`src/verilog/mipsCore_macros.svh`:
```
`ifndef MIPSCORE_MACROS_SVH
`define MIPSCORE_MACROS_SVH

////////////////////////////////////////
// Datapath sizing
////////////////////////////////////////
`define MIPS_WORD      32
`define MIPS_REGS      32
`define MIPS_RESET_PC  32'h0000_0000    // First fetch address

////////////////////////////////////////
// Instruction field positions
////////////////////////////////////////
`define OPCODE_MSB     31
`define OPCODE_LSB     26
`define RS             25:21
`define RT             20:16
`define RD             15:11            // R-type destination
`define FUNCT          5:0
`define IMM            15:0             // I-type immediate
`define TARGET         25:0             // J-type word index

`endif

```
`src/verilog/mipsPkg.sv`:
```
package mipsPkg;

	// Primary opcode field, bits 31:26
	typedef enum logic [5:0] {
		opRtype = 6'b000000,    // Funct selects the operation
		opJ     = 6'b000010,
		opJal   = 6'b000011,
		opBeq   = 6'b000100,
		opOri   = 6'b001101,
		opLui   = 6'b001111,
		opLw    = 6'b100011,
		opSw    = 6'b101011
	} opcodeT;

	// R-type funct field, bits 5:0
	typedef enum logic [5:0] {
		fnJr  = 6'b001000,
		fnAdd = 6'b100000,
		fnSub = 6'b100010
	} functT;

	typedef enum logic [2:0] {
		aluAdd,
		aluSub,
		aluOr,
		aluLui,     // Immediate into upper half
		aluPassB    // Result unused by the instruction
	} aluOpT;

	typedef enum logic [1:0] {npcSeq, npcBranch, npcJump, npcReg} npcSelT;

	typedef enum logic [1:0] {wbAlu, wbMem, wbLink} wbSrcT;

	typedef enum logic [1:0] {destRt, destRd, destRa} destSelT;

	// Multi-cycle steps of one instruction
	typedef enum logic [2:0] {
		stFetch, stDecode, stExecute, stMemory, stWriteback
	} seqStateT;

endpackage

```
`src/verilog/aluUnit.sv`:
```
`timescale 1ns/1ns
`include "mipsCore_macros.svh"

module aluUnit (
	input  mipsPkg::aluOpT        aluOp,
	input  logic [`MIPS_WORD-1:0] a,
	input  logic [`MIPS_WORD-1:0] b,
	output logic [`MIPS_WORD-1:0] result,
	output logic                  equal
);

	always_comb begin
		case (aluOp)
			mipsPkg::aluAdd: result = a + b;            // Wraps, no overflow trap
			mipsPkg::aluSub: result = a - b;
			mipsPkg::aluOr:  result = a | b;
			mipsPkg::aluLui: begin
				// Low half of the immediate moves to the top
				result = {b[`MIPS_WORD/2-1:0], {(`MIPS_WORD/2){1'b0}}};
			end
			default:         result = b;
		endcase
	end

	// Compare for beq, independent of the operation
	assign equal = (a == b);

endmodule

```
`src/verilog/cycleSequencer.sv`:
```
`timescale 1ns/1ns

module cycleSequencer (
	input  logic              clk,
	input  logic              rst,
	input  logic              isLoad,
	input  logic              isStore,
	input  logic              writesReg,
	input  logic              memReady,
	output logic              memValid,
	output logic              memWrite,
	output logic              useDataAddr,
	output logic              irLoad,
	output logic              pcAdvance,
	output logic              aluLatch,
	output logic              mdrLoad,
	output logic              regWrite,
	output mipsPkg::seqStateT state
);

	mipsPkg::seqStateT nextState;
	logic              memDone;     // Handshake completes this edge

	assign memDone = memValid & memReady;

	////////////////////////////////////////
	// Next-state logic
	////////////////////////////////////////
	always_comb begin
		nextState = state;                                  // Hold while stalled
		case (state)
			mipsPkg::stFetch: begin
				if (memDone)
					nextState = mipsPkg::stDecode;
			end
			mipsPkg::stDecode: nextState = mipsPkg::stExecute;
			mipsPkg::stExecute: begin
				if (isLoad | isStore)
					nextState = mipsPkg::stMemory;
				else if (writesReg)
					nextState = mipsPkg::stWriteback;
				else
					nextState = mipsPkg::stFetch;           // beq, j, jr
			end
			mipsPkg::stMemory: begin
				if (memDone)
					nextState = isLoad ? mipsPkg::stWriteback : mipsPkg::stFetch;
			end
			default: nextState = mipsPkg::stFetch;          // Writeback and stray codes
		endcase
	end

	////////////////////////////////////////
	// State and bus request registers
	////////////////////////////////////////
	always_ff @(posedge clk) begin
		if (rst) begin
			state    <= mipsPkg::stFetch;
			memValid <= 1'b0;                               // Idle bus out of reset
			memWrite <= 1'b0;
		end else begin
			state    <= nextState;
			// Request follows the state it enters, so it holds across a stall
			memValid <= (nextState == mipsPkg::stFetch) || (nextState == mipsPkg::stMemory);
			memWrite <= (nextState == mipsPkg::stMemory) && isStore;
		end
	end

	// Single-cycle enables
	assign useDataAddr = (state == mipsPkg::stMemory);     // Address from ALU latch
	assign irLoad      = (state == mipsPkg::stFetch) && memDone;
	assign pcAdvance   = (state == mipsPkg::stExecute);
	assign aluLatch    = (state == mipsPkg::stExecute);
	assign mdrLoad     = useDataAddr && memDone && isLoad;  // Read data valid with ready
	assign regWrite    = (state == mipsPkg::stWriteback) && writesReg;

endmodule

```
`src/verilog/instrDecoder.sv`:
```
`timescale 1ns/1ns

module instrDecoder (
	input  mipsPkg::opcodeT  opcode,
	input  mipsPkg::functT   funct,
	output mipsPkg::destSelT destSel,
	output logic             writesReg,
	output logic             signExtend,
	output logic             aluSrcImm,
	output mipsPkg::aluOpT   aluOp,
	output mipsPkg::npcSelT  npcSel,
	output logic             isLoad,
	output logic             isStore,
	output logic             isBranch,
	output mipsPkg::wbSrcT   wbSrc
);

	////////////////////////////////////////
	// Instruction match terms
	////////////////////////////////////////
	logic insRtype;
	logic insAdd, insSub, insJr;
	logic insOri, insLui, insLw, insSw;
	logic insBeq, insJ, insJal;

	assign insRtype = (opcode == mipsPkg::opRtype);
	assign insAdd   = insRtype & (funct == mipsPkg::fnAdd);
	assign insSub   = insRtype & (funct == mipsPkg::fnSub);
	assign insJr    = insRtype & (funct == mipsPkg::fnJr);
	assign insOri   = (opcode == mipsPkg::opOri);
	assign insLui   = (opcode == mipsPkg::opLui);
	assign insLw    = (opcode == mipsPkg::opLw);
	assign insSw    = (opcode == mipsPkg::opSw);
	assign insBeq   = (opcode == mipsPkg::opBeq);
	assign insJ     = (opcode == mipsPkg::opJ);
	assign insJal   = (opcode == mipsPkg::opJal);

	////////////////////////////////////////
	// Control bundle
	////////////////////////////////////////
	assign writesReg  = insAdd | insSub | insOri | insLui | insLw | insJal;
	assign signExtend = insLw | insSw | insBeq;     // Ori and lui take zero extension
	assign aluSrcImm  = insOri | insLui | insLw | insSw;
	assign isLoad     = insLw;
	assign isStore    = insSw;
	assign isBranch   = insBeq;                     // Qualifies the equal flag

	always_comb begin
		destSel = mipsPkg::destRt;                  // I-type default
		if (insAdd | insSub)
			destSel = mipsPkg::destRd;
		else if (insJal)
			destSel = mipsPkg::destRa;              // Link into r31
	end

	always_comb begin
		aluOp = mipsPkg::aluPassB;                  // Jumps and unknown codes
		if (insAdd | insLw | insSw)
			aluOp = mipsPkg::aluAdd;                // Address is base plus offset
		else if (insSub | insBeq)
			aluOp = mipsPkg::aluSub;
		else if (insOri)
			aluOp = mipsPkg::aluOr;
		else if (insLui)
			aluOp = mipsPkg::aluLui;
	end

	always_comb begin
		npcSel = mipsPkg::npcSeq;                   // No-op flow for unknowns
		if (insBeq)
			npcSel = mipsPkg::npcBranch;
		else if (insJ | insJal)
			npcSel = mipsPkg::npcJump;
		else if (insJr)
			npcSel = mipsPkg::npcReg;
	end

	always_comb begin
		wbSrc = mipsPkg::wbAlu;
		if (insLw)
			wbSrc = mipsPkg::wbMem;
		else if (insJal)
			wbSrc = mipsPkg::wbLink;
	end

endmodule

```
`src/verilog/mipsCore.sv`:
```
`timescale 1ns/1ns
`include "mipsCore_macros.svh"

module mipsCore (
	input  logic                  clk,
	input  logic                  rst,
	input  logic                  memReady,
	input  logic [`MIPS_WORD-1:0] memRdata,
	output logic                  memValid,
	output logic                  memWrite,
	output logic [`MIPS_WORD-1:0] memAddr,
	output logic [`MIPS_WORD-1:0] memWdata
);

	////////////////////////////////////////
	// Latches and internal nets
	////////////////////////////////////////
	logic [`MIPS_WORD-1:0] ir;          // Instruction register
	logic [`MIPS_WORD-1:0] opA, opB;    // Operands read in decode
	logic [`MIPS_WORD-1:0] aluOut;
	logic [`MIPS_WORD-1:0] linkAddr;    // pc+4 before jal redirects
	logic [`MIPS_WORD-1:0] mdr;         // Load data

	mipsPkg::opcodeT   opcode;
	mipsPkg::functT    funct;
	mipsPkg::destSelT  destSel;
	mipsPkg::aluOpT    aluOp;
	mipsPkg::npcSelT   npcSel;
	mipsPkg::wbSrcT    wbSrc;
	mipsPkg::seqStateT state;
	logic writesReg, signExtend, aluSrcImm, isLoad, isStore, isBranch;
	logic useDataAddr, irLoad, pcAdvance, aluLatch, mdrLoad, regWrite;

	logic [`MIPS_WORD-1:0]         pc, pcPlus4, rsData, rtData;
	logic [`MIPS_WORD-1:0]         immExt, aluB, aluResult, wbData;
	logic [15:0]                   imm;
	logic [$clog2(`MIPS_REGS)-1:0] destAddr;
	logic                          aluEqual;

	assign opcode = mipsPkg::opcodeT'(ir[`OPCODE_MSB:`OPCODE_LSB]);
	assign funct  = mipsPkg::functT'(ir[`FUNCT]);
	assign imm    = ir[`IMM];

	instrDecoder decoder_i (
		.opcode(opcode), .funct(funct), .destSel(destSel), .writesReg(writesReg),
		.signExtend(signExtend), .aluSrcImm(aluSrcImm), .aluOp(aluOp), .npcSel(npcSel),
		.isLoad(isLoad), .isStore(isStore), .isBranch(isBranch), .wbSrc(wbSrc)
	);

	cycleSequencer sequencer_i (
		.clk(clk), .rst(rst), .isLoad(isLoad), .isStore(isStore), .writesReg(writesReg),
		.memReady(memReady), .memValid(memValid), .memWrite(memWrite),
		.useDataAddr(useDataAddr), .irLoad(irLoad), .pcAdvance(pcAdvance),
		.aluLatch(aluLatch), .mdrLoad(mdrLoad), .regWrite(regWrite), .state(state)
	);

	pcUnit pc_i (
		.clk(clk), .rst(rst), .pcAdvance(pcAdvance), .npcSel(npcSel),
		.branchTaken(isBranch & aluEqual), .immOffset(imm), .jumpTarget(ir[`TARGET]),
		.regTarget(opA), .pc(pc), .pcPlus4(pcPlus4)
	);

	regFile regs_i (
		.clk(clk), .rst(rst), .rs(ir[`RS]), .rt(ir[`RT]), .writeAddr(destAddr),
		.writeData(wbData), .regWrite(regWrite), .rsData(rsData), .rtData(rtData)
	);

	aluUnit alu_i (.aluOp(aluOp), .a(opA), .b(aluB), .result(aluResult), .equal(aluEqual));

	////////////////////////////////////////
	// Datapath registers
	////////////////////////////////////////
	always_ff @(posedge clk) begin
		if (irLoad)
			ir <= memRdata;
		if (state == mipsPkg::stDecode) begin
			opA <= rsData;
			opB <= rtData;                  // Store data too
		end
		if (aluLatch) begin
			aluOut   <= aluResult;
			linkAddr <= pcPlus4;            // pc still points at this instruction
		end
		if (mdrLoad)
			mdr <= memRdata;
	end

	// Immediate and ALU source
	assign immExt = signExtend ? {{(`MIPS_WORD-16){imm[15]}}, imm} : {{(`MIPS_WORD-16){1'b0}}, imm};
	assign aluB   = aluSrcImm ? immExt : opB;

	always_comb begin
		case (destSel)
			mipsPkg::destRd: destAddr = ir[`RD];
			mipsPkg::destRa: destAddr = '1;     // r31
			default:         destAddr = ir[`RT];
		endcase
		case (wbSrc)
			mipsPkg::wbMem:  wbData = mdr;
			mipsPkg::wbLink: wbData = linkAddr;
			default:         wbData = aluOut;
		endcase
	end

	// Shared bus, fetch from pc, data from the ALU latch
	assign memAddr  = useDataAddr ? aluOut : pc;
	assign memWdata = opB;

endmodule

```
`src/verilog/pcUnit.sv`:
```
`timescale 1ns/1ns
`include "mipsCore_macros.svh"

module pcUnit (
	input  logic                  clk,
	input  logic                  rst,
	input  logic                  pcAdvance,
	input  mipsPkg::npcSelT       npcSel,
	input  logic                  branchTaken,
	input  logic [15:0]           immOffset,
	input  logic [25:0]           jumpTarget,
	input  logic [`MIPS_WORD-1:0] regTarget,
	output logic [`MIPS_WORD-1:0] pc,
	output logic [`MIPS_WORD-1:0] pcPlus4
);

	logic [`MIPS_WORD-1:0] branchAddr;
	logic [`MIPS_WORD-1:0] jumpAddr;
	logic [`MIPS_WORD-1:0] nextPc;

	assign pcPlus4 = pc + `MIPS_WORD'd4;    // Also the jal link value

	// Word offset, sign extended, relative to the delay slot address
	assign branchAddr = pcPlus4 + {{(`MIPS_WORD-18){immOffset[15]}}, immOffset, 2'b00};
	assign jumpAddr   = {pcPlus4[`MIPS_WORD-1:28], jumpTarget, 2'b00};   // Same 256 MB region

	always_comb begin
		case (npcSel)
			mipsPkg::npcBranch: nextPc = branchTaken ? branchAddr : pcPlus4;
			mipsPkg::npcJump:   nextPc = jumpAddr;
			mipsPkg::npcReg:    nextPc = regTarget;     // jr
			default:            nextPc = pcPlus4;
		endcase
	end

	always_ff @(posedge clk) begin
		if (rst)
			pc <= `MIPS_RESET_PC;
		else if (pcAdvance)
			pc <= nextPc;                           // Once per instruction, in execute
	end

endmodule

```
`src/verilog/regFile.sv`:
```
`timescale 1ns/1ns
`include "mipsCore_macros.svh"

module regFile (
	input  logic                          clk,
	input  logic                          rst,
	input  logic [$clog2(`MIPS_REGS)-1:0] rs,
	input  logic [$clog2(`MIPS_REGS)-1:0] rt,
	input  logic [$clog2(`MIPS_REGS)-1:0] writeAddr,
	input  logic [`MIPS_WORD-1:0]         writeData,
	input  logic                          regWrite,
	output logic [`MIPS_WORD-1:0]         rsData,
	output logic [`MIPS_WORD-1:0]         rtData
);

	logic [`MIPS_WORD-1:0] regs [`MIPS_REGS];

	always_ff @(posedge clk) begin
		if (rst) begin
			for (int i = 0; i < `MIPS_REGS; i++)
				regs[i] <= '0;
		end else if (regWrite && (writeAddr != '0)) begin
			regs[writeAddr] <= writeData;       // r0 never written, stays zero
		end
	end

	// Combinational read ports
	assign rsData = regs[rs];
	assign rtData = regs[rt];

endmodule
```
`config.mk`:
```
export PLATFORM = sky130hd
export DESIGN_NAME = mipsCore
export DESIGN_NICKNAME = d
export VERILOG_FILES = /design/src/verilog/mipsPkg.sv /design/src/verilog/aluUnit.sv /design/src/verilog/cycleSequencer.sv /design/src/verilog/instrDecoder.sv /design/src/verilog/mipsCore.sv /design/src/verilog/pcUnit.sv /design/src/verilog/regFile.sv
export VERILOG_INCLUDE_DIRS = /design/src /design/src/verilog
export SDC_FILE = /design/constraint.sdc
export NUM_CORES = 2
export LEC_CHECK = 0
export ABC_AREA = 0
export BUFFER_PORTS_ARGS = -buffer_cell sky130_fd_sc_hd__buf_4
export CELL_PAD_IN_SITES_DETAIL_PLACEMENT = 1
export CELL_PAD_IN_SITES_GLOBAL_PLACEMENT = 1
export CORE_MARGIN = 3
export CORE_UTILIZATION = 57
export CTS_CLUSTER_DIAMETER = 40
export DETAILED_ROUTE_END_ITERATION = 16
export PLACE_DENSITY = 0.89
export SETUP_SLACK_MARGIN = 0.15
export SYNTH_ARGS = -nofsm -noshare
export SYNTH_HDL_FRONTEND = slang
export SYNTH_HIERARCHICAL = 1
export SYNTH_SLANG_ARGS = --single-unit
```
`constraint.sdc`:
```
create_clock -name clk -period 16.6 [get_ports clk]
set_input_delay 3.32 -clock clk [delete_from_list [all_inputs] [get_ports clk]]
set_output_delay 3.32 -clock clk [all_outputs]
set_load 0.1 [all_outputs]
```
# Word level (Yosys, flattened, before mapping)
# Memory sizes are Yosys's and may differ from the RTL's. A register that Yosys moved wholly into a read port is not among the register bits.
# Index checks and enable logic that the tools add are counted.
# W data, S select, Z words.
dict set report totals {
  regBits 165
  mem_bits_rw 1024
  input_bits 35
  out_inout_bits 66
  wordCells 104
  memories 1
}
# memory words word_bits rd rd_clocked_by_memory_dff wr line
set memory_table {}
lappend memory_table {regs_i.regs 32 32 2 2 32 regFile.sv:16} ;# logic [`MIPS_WORD-1:0] regs [`MIPS_REGS];
dict set report classes {
  n_addsub 4
  eq_ne 26
  n_mux 32
  bitwise_logic 20
  n_reduce_logical 13
}
# operator count
set op_table {}
lappend op_table {{$mux W32} 5}
lappend op_table {{$pmux W32 S4} 1}
lappend op_table {{$pmux W32 S3} 1}
lappend op_table {{$add A32 B32 Y32} 2}
lappend op_table {{$pmux W32 S2} 1}
lappend op_table {{$add A32 B3 Y32 const B} 1}
lappend op_table {{$eq A32 B32 Y1} 1}
lappend op_table {{$or A32 B32 Y32} 1}
lappend op_table {{$reduce_or A32 Y1} 1}
lappend op_table {{$sub A32 B32 Y32} 1}
lappend op_table {{$mux W3} 9}
lappend op_table {{$eq A6 B6 Y1 const B} 4}
lappend op_table {{$eq A6 B4 Y1 const B} 3}
lappend op_table {{$eq A3 B2 Y1 const B} 5}
lappend op_table {{$or A1 B1 Y1} 14}
lappend op_table {{$eq A6 B2 Y1 const B} 2}
lappend op_table {{$mux W2} 6}
lappend op_table {{$pmux W3 S4} 1}
lappend op_table {{$pmux W5 S2} 1}
lappend op_table {{$logic_not A3 Y1} 3}
lappend op_table {{$eq A2 B2 Y1 const B} 4}
lappend op_table {{$eq A2 B1 Y1 const B} 3}
lappend op_table {{$eq A3 B1 Y1 const B} 2}
lappend op_table {{$eq A6 B3 Y1 const B} 1}
lappend op_table {{other kinds (8)} 22}

# Depth between registers and ports, before layout
dict set report depth {
  depth_word 14
  depth_mapped 23
  mapped_depth_nobuf 18
}

# Hierarchy
# The synthesis kept the hierarchy.
# module n_inst cells_each area_each_um2 seq_area_each_um2
set by_module_without_submodules {}
lappend by_module_without_submodules {regFile 1 4605 55888.6 30749.5}
lappend by_module_without_submodules {mipsCore 1 417 7483.4 5765.5}
lappend by_module_without_submodules {aluUnit 1 767 5253.8 0.0}
lappend by_module_without_submodules {pcUnit 1 623 4454.3 640.6}
lappend by_module_without_submodules {cycleSequencer 1 31 260.2 100.1}
lappend by_module_without_submodules {instrDecoder 1 38 232.7 0.0}

# Least setup slack after synthesis
# No wires, ideal clock.
dict set report synth_timing {
  kind {flip-flop to flip-flop}
  from {register sequencer_i.state[0]}
  to {register opB[0], in the netlist memWdata[0], read port of regs_i.regs (enable)}
  setup_ns 0.578
  arrival_time_ns 5.122
  required_ns 16.022
  setup_slack_ns 10.900
  stages_incl_launch_ff 2
  n_path_buf 0
  period_less_slack_ns 5.700
  cell_sequence {dfxtp_1 nor3b_1}
}
dict set report synth_between {
  elab_chain_len 1
}
# element line
set synth_lines {}
lappend synth_lines {{start: declaration} cycleSequencer.sv:18} ;# output mipsPkg::seqStateT state
lappend synth_lines {{start signal: assignment} cycleSequencer.sv:58} ;# state <= mipsPkg::stFetch;
lappend synth_lines {{start signal: assignment} cycleSequencer.sv:62} ;# state <= nextState;
lappend synth_lines {{$eq A3 B1 Y1} mipsCore.sv:76} ;# if (state == mipsPkg::stDecode) begin
lappend synth_lines {{end: declaration} mipsCore.sv:19} ;# logic [`MIPS_WORD-1:0] opA, opB;
# No other way between the ends.
# A chain may end at the register's enable or synchronous reset.

# Worst setup path in the final report
dict set report layout_timing {
  from {register ir[28]}
  to {register pc_i.pc[23]}
}
dict set report layout_between {
  elab_chain_len 9
  elab_cells_between_ends 27
  cone_classes {11 x eq/ne; 7 x mux; 8 x bitwise; 1 x reduce/logical}
}
# element line
set layout_lines {}
lappend layout_lines {{start: declaration} mipsCore.sv:18} ;# logic [`MIPS_WORD-1:0] ir;
lappend layout_lines {{start signal: assignment} mipsCore.sv:75} ;# ir <= memRdata;
lappend layout_lines {{$eq A6 B4 Y1, on equally long branches} {instrDecoder.sv:30, instrDecoder.sv:31}}
lappend layout_lines {{$or A1 B1 Y1 (2 in a row)} instrDecoder.sv:43} ;# assign aluSrcImm = insOri | insLui | insLw | insSw;
lappend layout_lines {{$or A1 B1 Y1 (*)} instrDecoder.sv:43}
lappend layout_lines {{named net aluSrcImm} mipsCore.sv:31} ;# logic writesReg, signExtend, aluSrcImm, isLoad, isStore, isBranch;
lappend layout_lines {{$mux W32 (*)} mipsCore.sv:90} ;# assign aluB = aluSrcImm ? immExt : opB;
lappend layout_lines {{named net aluB[25]} mipsCore.sv:35} ;# logic [`MIPS_WORD-1:0] immExt, aluB, aluResult, wbData;
lappend layout_lines {{$eq A32 B32 Y1 (*)} aluUnit.sv:26} ;# assign equal = (a == b);
lappend layout_lines {{named net aluEqual} mipsCore.sv:38} ;# logic aluEqual;
lappend layout_lines {{$and A1 B1 Y1 (*)} mipsCore.sv:59} ;# .branchTaken(isBranch & aluEqual), .immOffset(imm), .jumpTarget(ir[`TARGET]),
lappend layout_lines {{$mux W32 (*)} pcUnit.sv:29} ;# mipsPkg::npcBranch: nextPc = branchTaken ? branchAddr : pcPlus4;
lappend layout_lines {{$pmux W32 S3 (*)} pcUnit.sv:28} ;# case (npcSel)
lappend layout_lines {{end signal: assignment} pcUnit.sv:38} ;# pc <= `MIPS_RESET_PC;
lappend layout_lines {{end signal: assignment} pcUnit.sv:40} ;# pc <= nextPc;
lappend layout_lines {{end: declaration} pcUnit.sv:13} ;# output logic [`MIPS_WORD-1:0] pc,
# The timed path passes the listed nets; every way through them passes the cells marked *.

==> impl_metrics.tcl <==
set metrics [dict create \
    grtUsageTotal_pct 42.5 \
    path_clk_slew_ns 0.06 \
    sw_frac_of_total_pct 26.7 \
    synth_seq_cells 1253 \
    globalplace.congestion 0.943 \
    die_w_um 365 \
    yosysSeqAreaShare_pct 50.6 \
    rrSetupSlack_ns 10.07 \
    dr_wl_met2_mm 136 \
    power_frac_seq_pct 43.3 \
    worstSetupPathType "reg -> reg" \
    reg2reg_to "pc_i/pc[23]" \
    start_util_pct 57.5 \
    port_buffers 100 \
    rows 131 \
    ys_warn_count 6 \
    synth_ff_type "edfxtp_1" \
    die_h_um 365 \
    layout.cells.non_filler 8167 \
    timing.rr.start "ir[28]" \
    synth_area_um2 73600 \
    drv_slew 0 \
    cap_viol_max_count 0 \
    post-place-ws_ns 9.84 \
    dieArea_um2 133000 \
    tns_ns 0 \
    pwr-share-clk_pct 46.9 \
    core_region_area_um2 128000 \
    postRouteAntennaNets 0 \
    rsz0062_at_grt "false" \
    wirelength_met1_mm 99.9 \
    min_to "linkAddr[0]" \
    grt_antenna_before_repair 19 \
    critPathRequiredTime_ns 17.32 \
    drc 0 \
    syn_inst 6481 \
    n_fill_cell 12700 \
    synth_edf_count 1216 \
    min_path_type "reg -> reg" \
    wl_met3_mm 31.3 \
    initialDrtViolationCount 7992 \
    drive_gt1_share_pct 11.3 \
    h-tree-depth 4 \
    hold_viol_final 0 \
    fin_util_pct 63.5 \
    postCtsHoldBufs 0 \
    clock_sinks 1253 \
    layout_setup_ws_ns 10.07 \
    worstHoldStart "pc_i/pc[0]" \
    tightest_slew_ns 1.34 \
    leakage_nw 32.5 \
    hpwlAfterDp_mm 177 \
    synth.avg_cell_area_um2 11.4 \
    fin_nets 6531 \
    worst_setup_path_start_kind "flop" \
    outcome "finished clean" \
    drt_wl_total_mm 289 \
    via_per_inst 7.19 \
    fin_crit_ns 6.53 \
    async_flop_share_pct 0 \
    grt_pass1_wl_mm 416 \
    post-place-cells 7834 \
    crit_path_max_fanout 33 \
    insertion_delay_ns 0.86 \
    reg2reg_depth 18 \
    cts-root-buf "clkbuf_16" \
    ios 101 \
    highest_layer "met5" \
    power.switching_mw 2.26 \
    grt_max_degree 133 \
    drt_first_pass_iters 7 \
    worstSetupEndpointType "flop" \
    cp.arrival_ns 7.25 \
    grt_pass1_vias 61300 \
    slew_headroom_pct 10.3 \
    max_freq_mhz 153 \
    cts_buffer_depth 3 \
    via_count 58700 \
    finalCritPeriodShare_pct 39.4 \
    cts_repair_resize_count 0 \
    yosysUniqueCellTypes 114 \
    power_density_nw_per_um2 104 \
    tritoncts "built" \
    hold_path_depth 0 \
    overflow 0 \
    area_delta_synth_final_pct 10.3 \
    cts_setup_buffers 0 \
    p_int_mw 6.20 \
    setup-violations-final 0 \
    comb_power_share_pct 9.8 \
    wl_per_cell_um 35.4 \
    ir_drop_v 0.000126 \
    cts_buffers 179 \
    skew_ns 0.0712 \
]
## critical path, cell delays in order, from the launching register on
cell and delay [ns]:
edfxtp_1 0.45, nor2b_1 0.25, a22oi_1 0.15, nor3b_2 0.18, buf_4 0.54, nand3_2 0.48
o21ai_0 0.37, inv_1 0.13, ha_1 0.49, nor3_2 0.38, nand2_1 0.21, or4_2 0.63
nor4_1 0.26, and2_1 0.19, buf_4 0.25, and2_1 0.80, and4_1 0.33, nor3_1 0.06
nor4_1 0.26
## flip-flops by register name, summed over array words and instances (netlist names), 3 cells and up
register / flops
linkAddr: 32
regs_i/regs: 1024
mdr: 32
sequencer_i/state: 3
ir: 32
memWdata: 32
aluOut: 32
pc_i/pc: 32
opA: 32
## cells by family after synthesis
logic type,count (synthesis),synth area share (%)
simple gates,2054,15.4
other cells,1,0.00510
compound gates,1139,10.4
flops,1253,50.6
buf+inv,705,4.78
fa+ha+maj,143,2.46
xor+xnor,80,0.952
mux,1106,15.4
## cell usage in the layout, fill, tap and decap left out, types with 26 or more instances in the layout
| cell | synthesis | layout |
|---|---|---|
| a21oi_1 | 326 | 324 |
| a22o_1 | 129 | 129 |
| a22oi_1 | 232 | 232 |
| a31oi_1 | 80 | 80 |
| and2_1 | 1005 | 1003 |
| buf_4 | 71 | 206 |
| clkbuf_16 | 0 | 182 |
| clkinv_2 | 0 | 26 |
| conb_1 | 1 | 32 |
| dfxtp_1 | 37 | 37 |
| edfxtp_1 | 1216 | 1216 |
| ha_1 | 140 | 139 |
| inv_1 | 147 | 147 |
| mux2_4 | 44 | 44 |
| mux2i_1 | 1050 | 1050 |
| nand2_1 | 372 | 372 |
| nand3_1 | 228 | 228 |
| nor2_1 | 152 | 130 |
| nor2_2 | 7 | 26 |
| nor3_1 | 103 | 103 |
| o21ai_0 | 124 | 123 |
| or2_2 | 34 | 34 |
| xnor2_1 | 53 | 53 |
| xor2_1 | 27 | 27 |
## metal layers
layer | vias up | global-route usage [%]
met5 | - | 0
met4 | 14 | 27.9
li1 | 23500 | -
met3 | 1393 | 10.4
met1 | 29400 | 50.0
met2 | 4438 | 69.4
## layout make-up
cell class	count	area (µm²)	share of cell area (%)
multi-input combinational	4554	33400	41.2
sequential	1253	37300	45.9
antenna	3	7.51	0.00925
inverter	152	571	0.703
clock buffer	198	4620	5.70
timing repair buffer	213	1690	2.08
clock inverter	132	1510	1.86
tap	1662	2080	2.56
## cell usage after synthesis (8+ instances only)
library cell | n | area share (%)
a211oi_1 | 20 | 0.20
a21o_1 | 25 | 0.26
a21oi_1 | 326 | 2.2
a221oi_1 | 16 | 0.19
a22o_1 | 129 | 1.5
a22oi_1 | 232 | 2.4
a311oi_1 | 8 | 0.095
a31oi_1 | 80 | 0.68
and2_1 | 1005 | 8.5
and3_1 | 16 | 0.14
buf_1 | 24 | 0.12
buf_2 | 130 | 0.88
buf_4 | 71 | 0.72
buf_6 | 24 | 0.37
clkbuf_1 | 268 | 1.4
clkbuf_2 | 11 | 0.075
clkbuf_8 | 12 | 0.22
dfxtp_1 | 37 | 1.0
edfxtp_1 | 1216 | 50
ha_1 | 140 | 2.4
inv_1 | 147 | 0.75
mux2_2 | 11 | 0.17
mux2_4 | 44 | 0.90
mux2i_1 | 1050 | 14
nand2_1 | 372 | 1.9
nand2b_1 | 17 | 0.14
nand3_1 | 228 | 1.6
nand4_1 | 16 | 0.14
nor2_1 | 152 | 0.78
nor2b_1 | 26 | 0.22
nor3_1 | 103 | 0.70
nor4_1 | 10 | 0.085
o211ai_1 | 11 | 0.11
o21a_1 | 12 | 0.12
o21ai_0 | 124 | 0.84
o21ai_1 | 39 | 0.27
o21bai_1 | 10 | 0.10
o221ai_1 | 9 | 0.11
o22ai_1 | 14 | 0.12
or2_2 | 34 | 0.29
or3_1 | 10 | 0.085
xnor2_1 | 53 | 0.63
xor2_1 | 27 | 0.32
## power groups by stage
stage	registers, mW	clock network (mW)	logic, mW
2_1_floorplan	3.70	0	0.498
3_3_place_gp	3.70	0	0.748
3_5_place_dp	3.72	0	0.775
4_1_cts	3.66	3.99	0.795
5_1_grt	3.67	4.12	0.850
6_report	3.67	3.97	0.827
## how the worst max path moves through the flow
stage	start	end	slack, ns	depth (start not counted)
after floorplan	sequencer_i/state[0]	memWdata[0]	10.90	1
after global placement	rst	regs_i/regs[28][12]	9.97	5
after global routing	ir[28]	pc_i/pc[23]	9.65	18
after detailed placement	rst	regs_i/regs[16][28]	9.84	5
after CTS	ir[28]	pc_i/pc[23]	10.07	18
final	ir[28]	pc_i/pc[23]	10.07	18
## through the flow
| step | hold WS, ns | instance area (µm²) | power, mW |
|---|---|---|---|
| CTS | 0.475 | 81100 | 8.44 |
| floorplan | 0.443 | 73700 | 4.20 |
| global placement | 0.459 | 75000 | 4.45 |
| global route | 0.517 | 81100 | 8.64 |
| detailed placement | 0.460 | 75000 | 4.49 |
| finish | 0.489 | 81100 | 8.46 |
(Power assumes the default switching activity.)
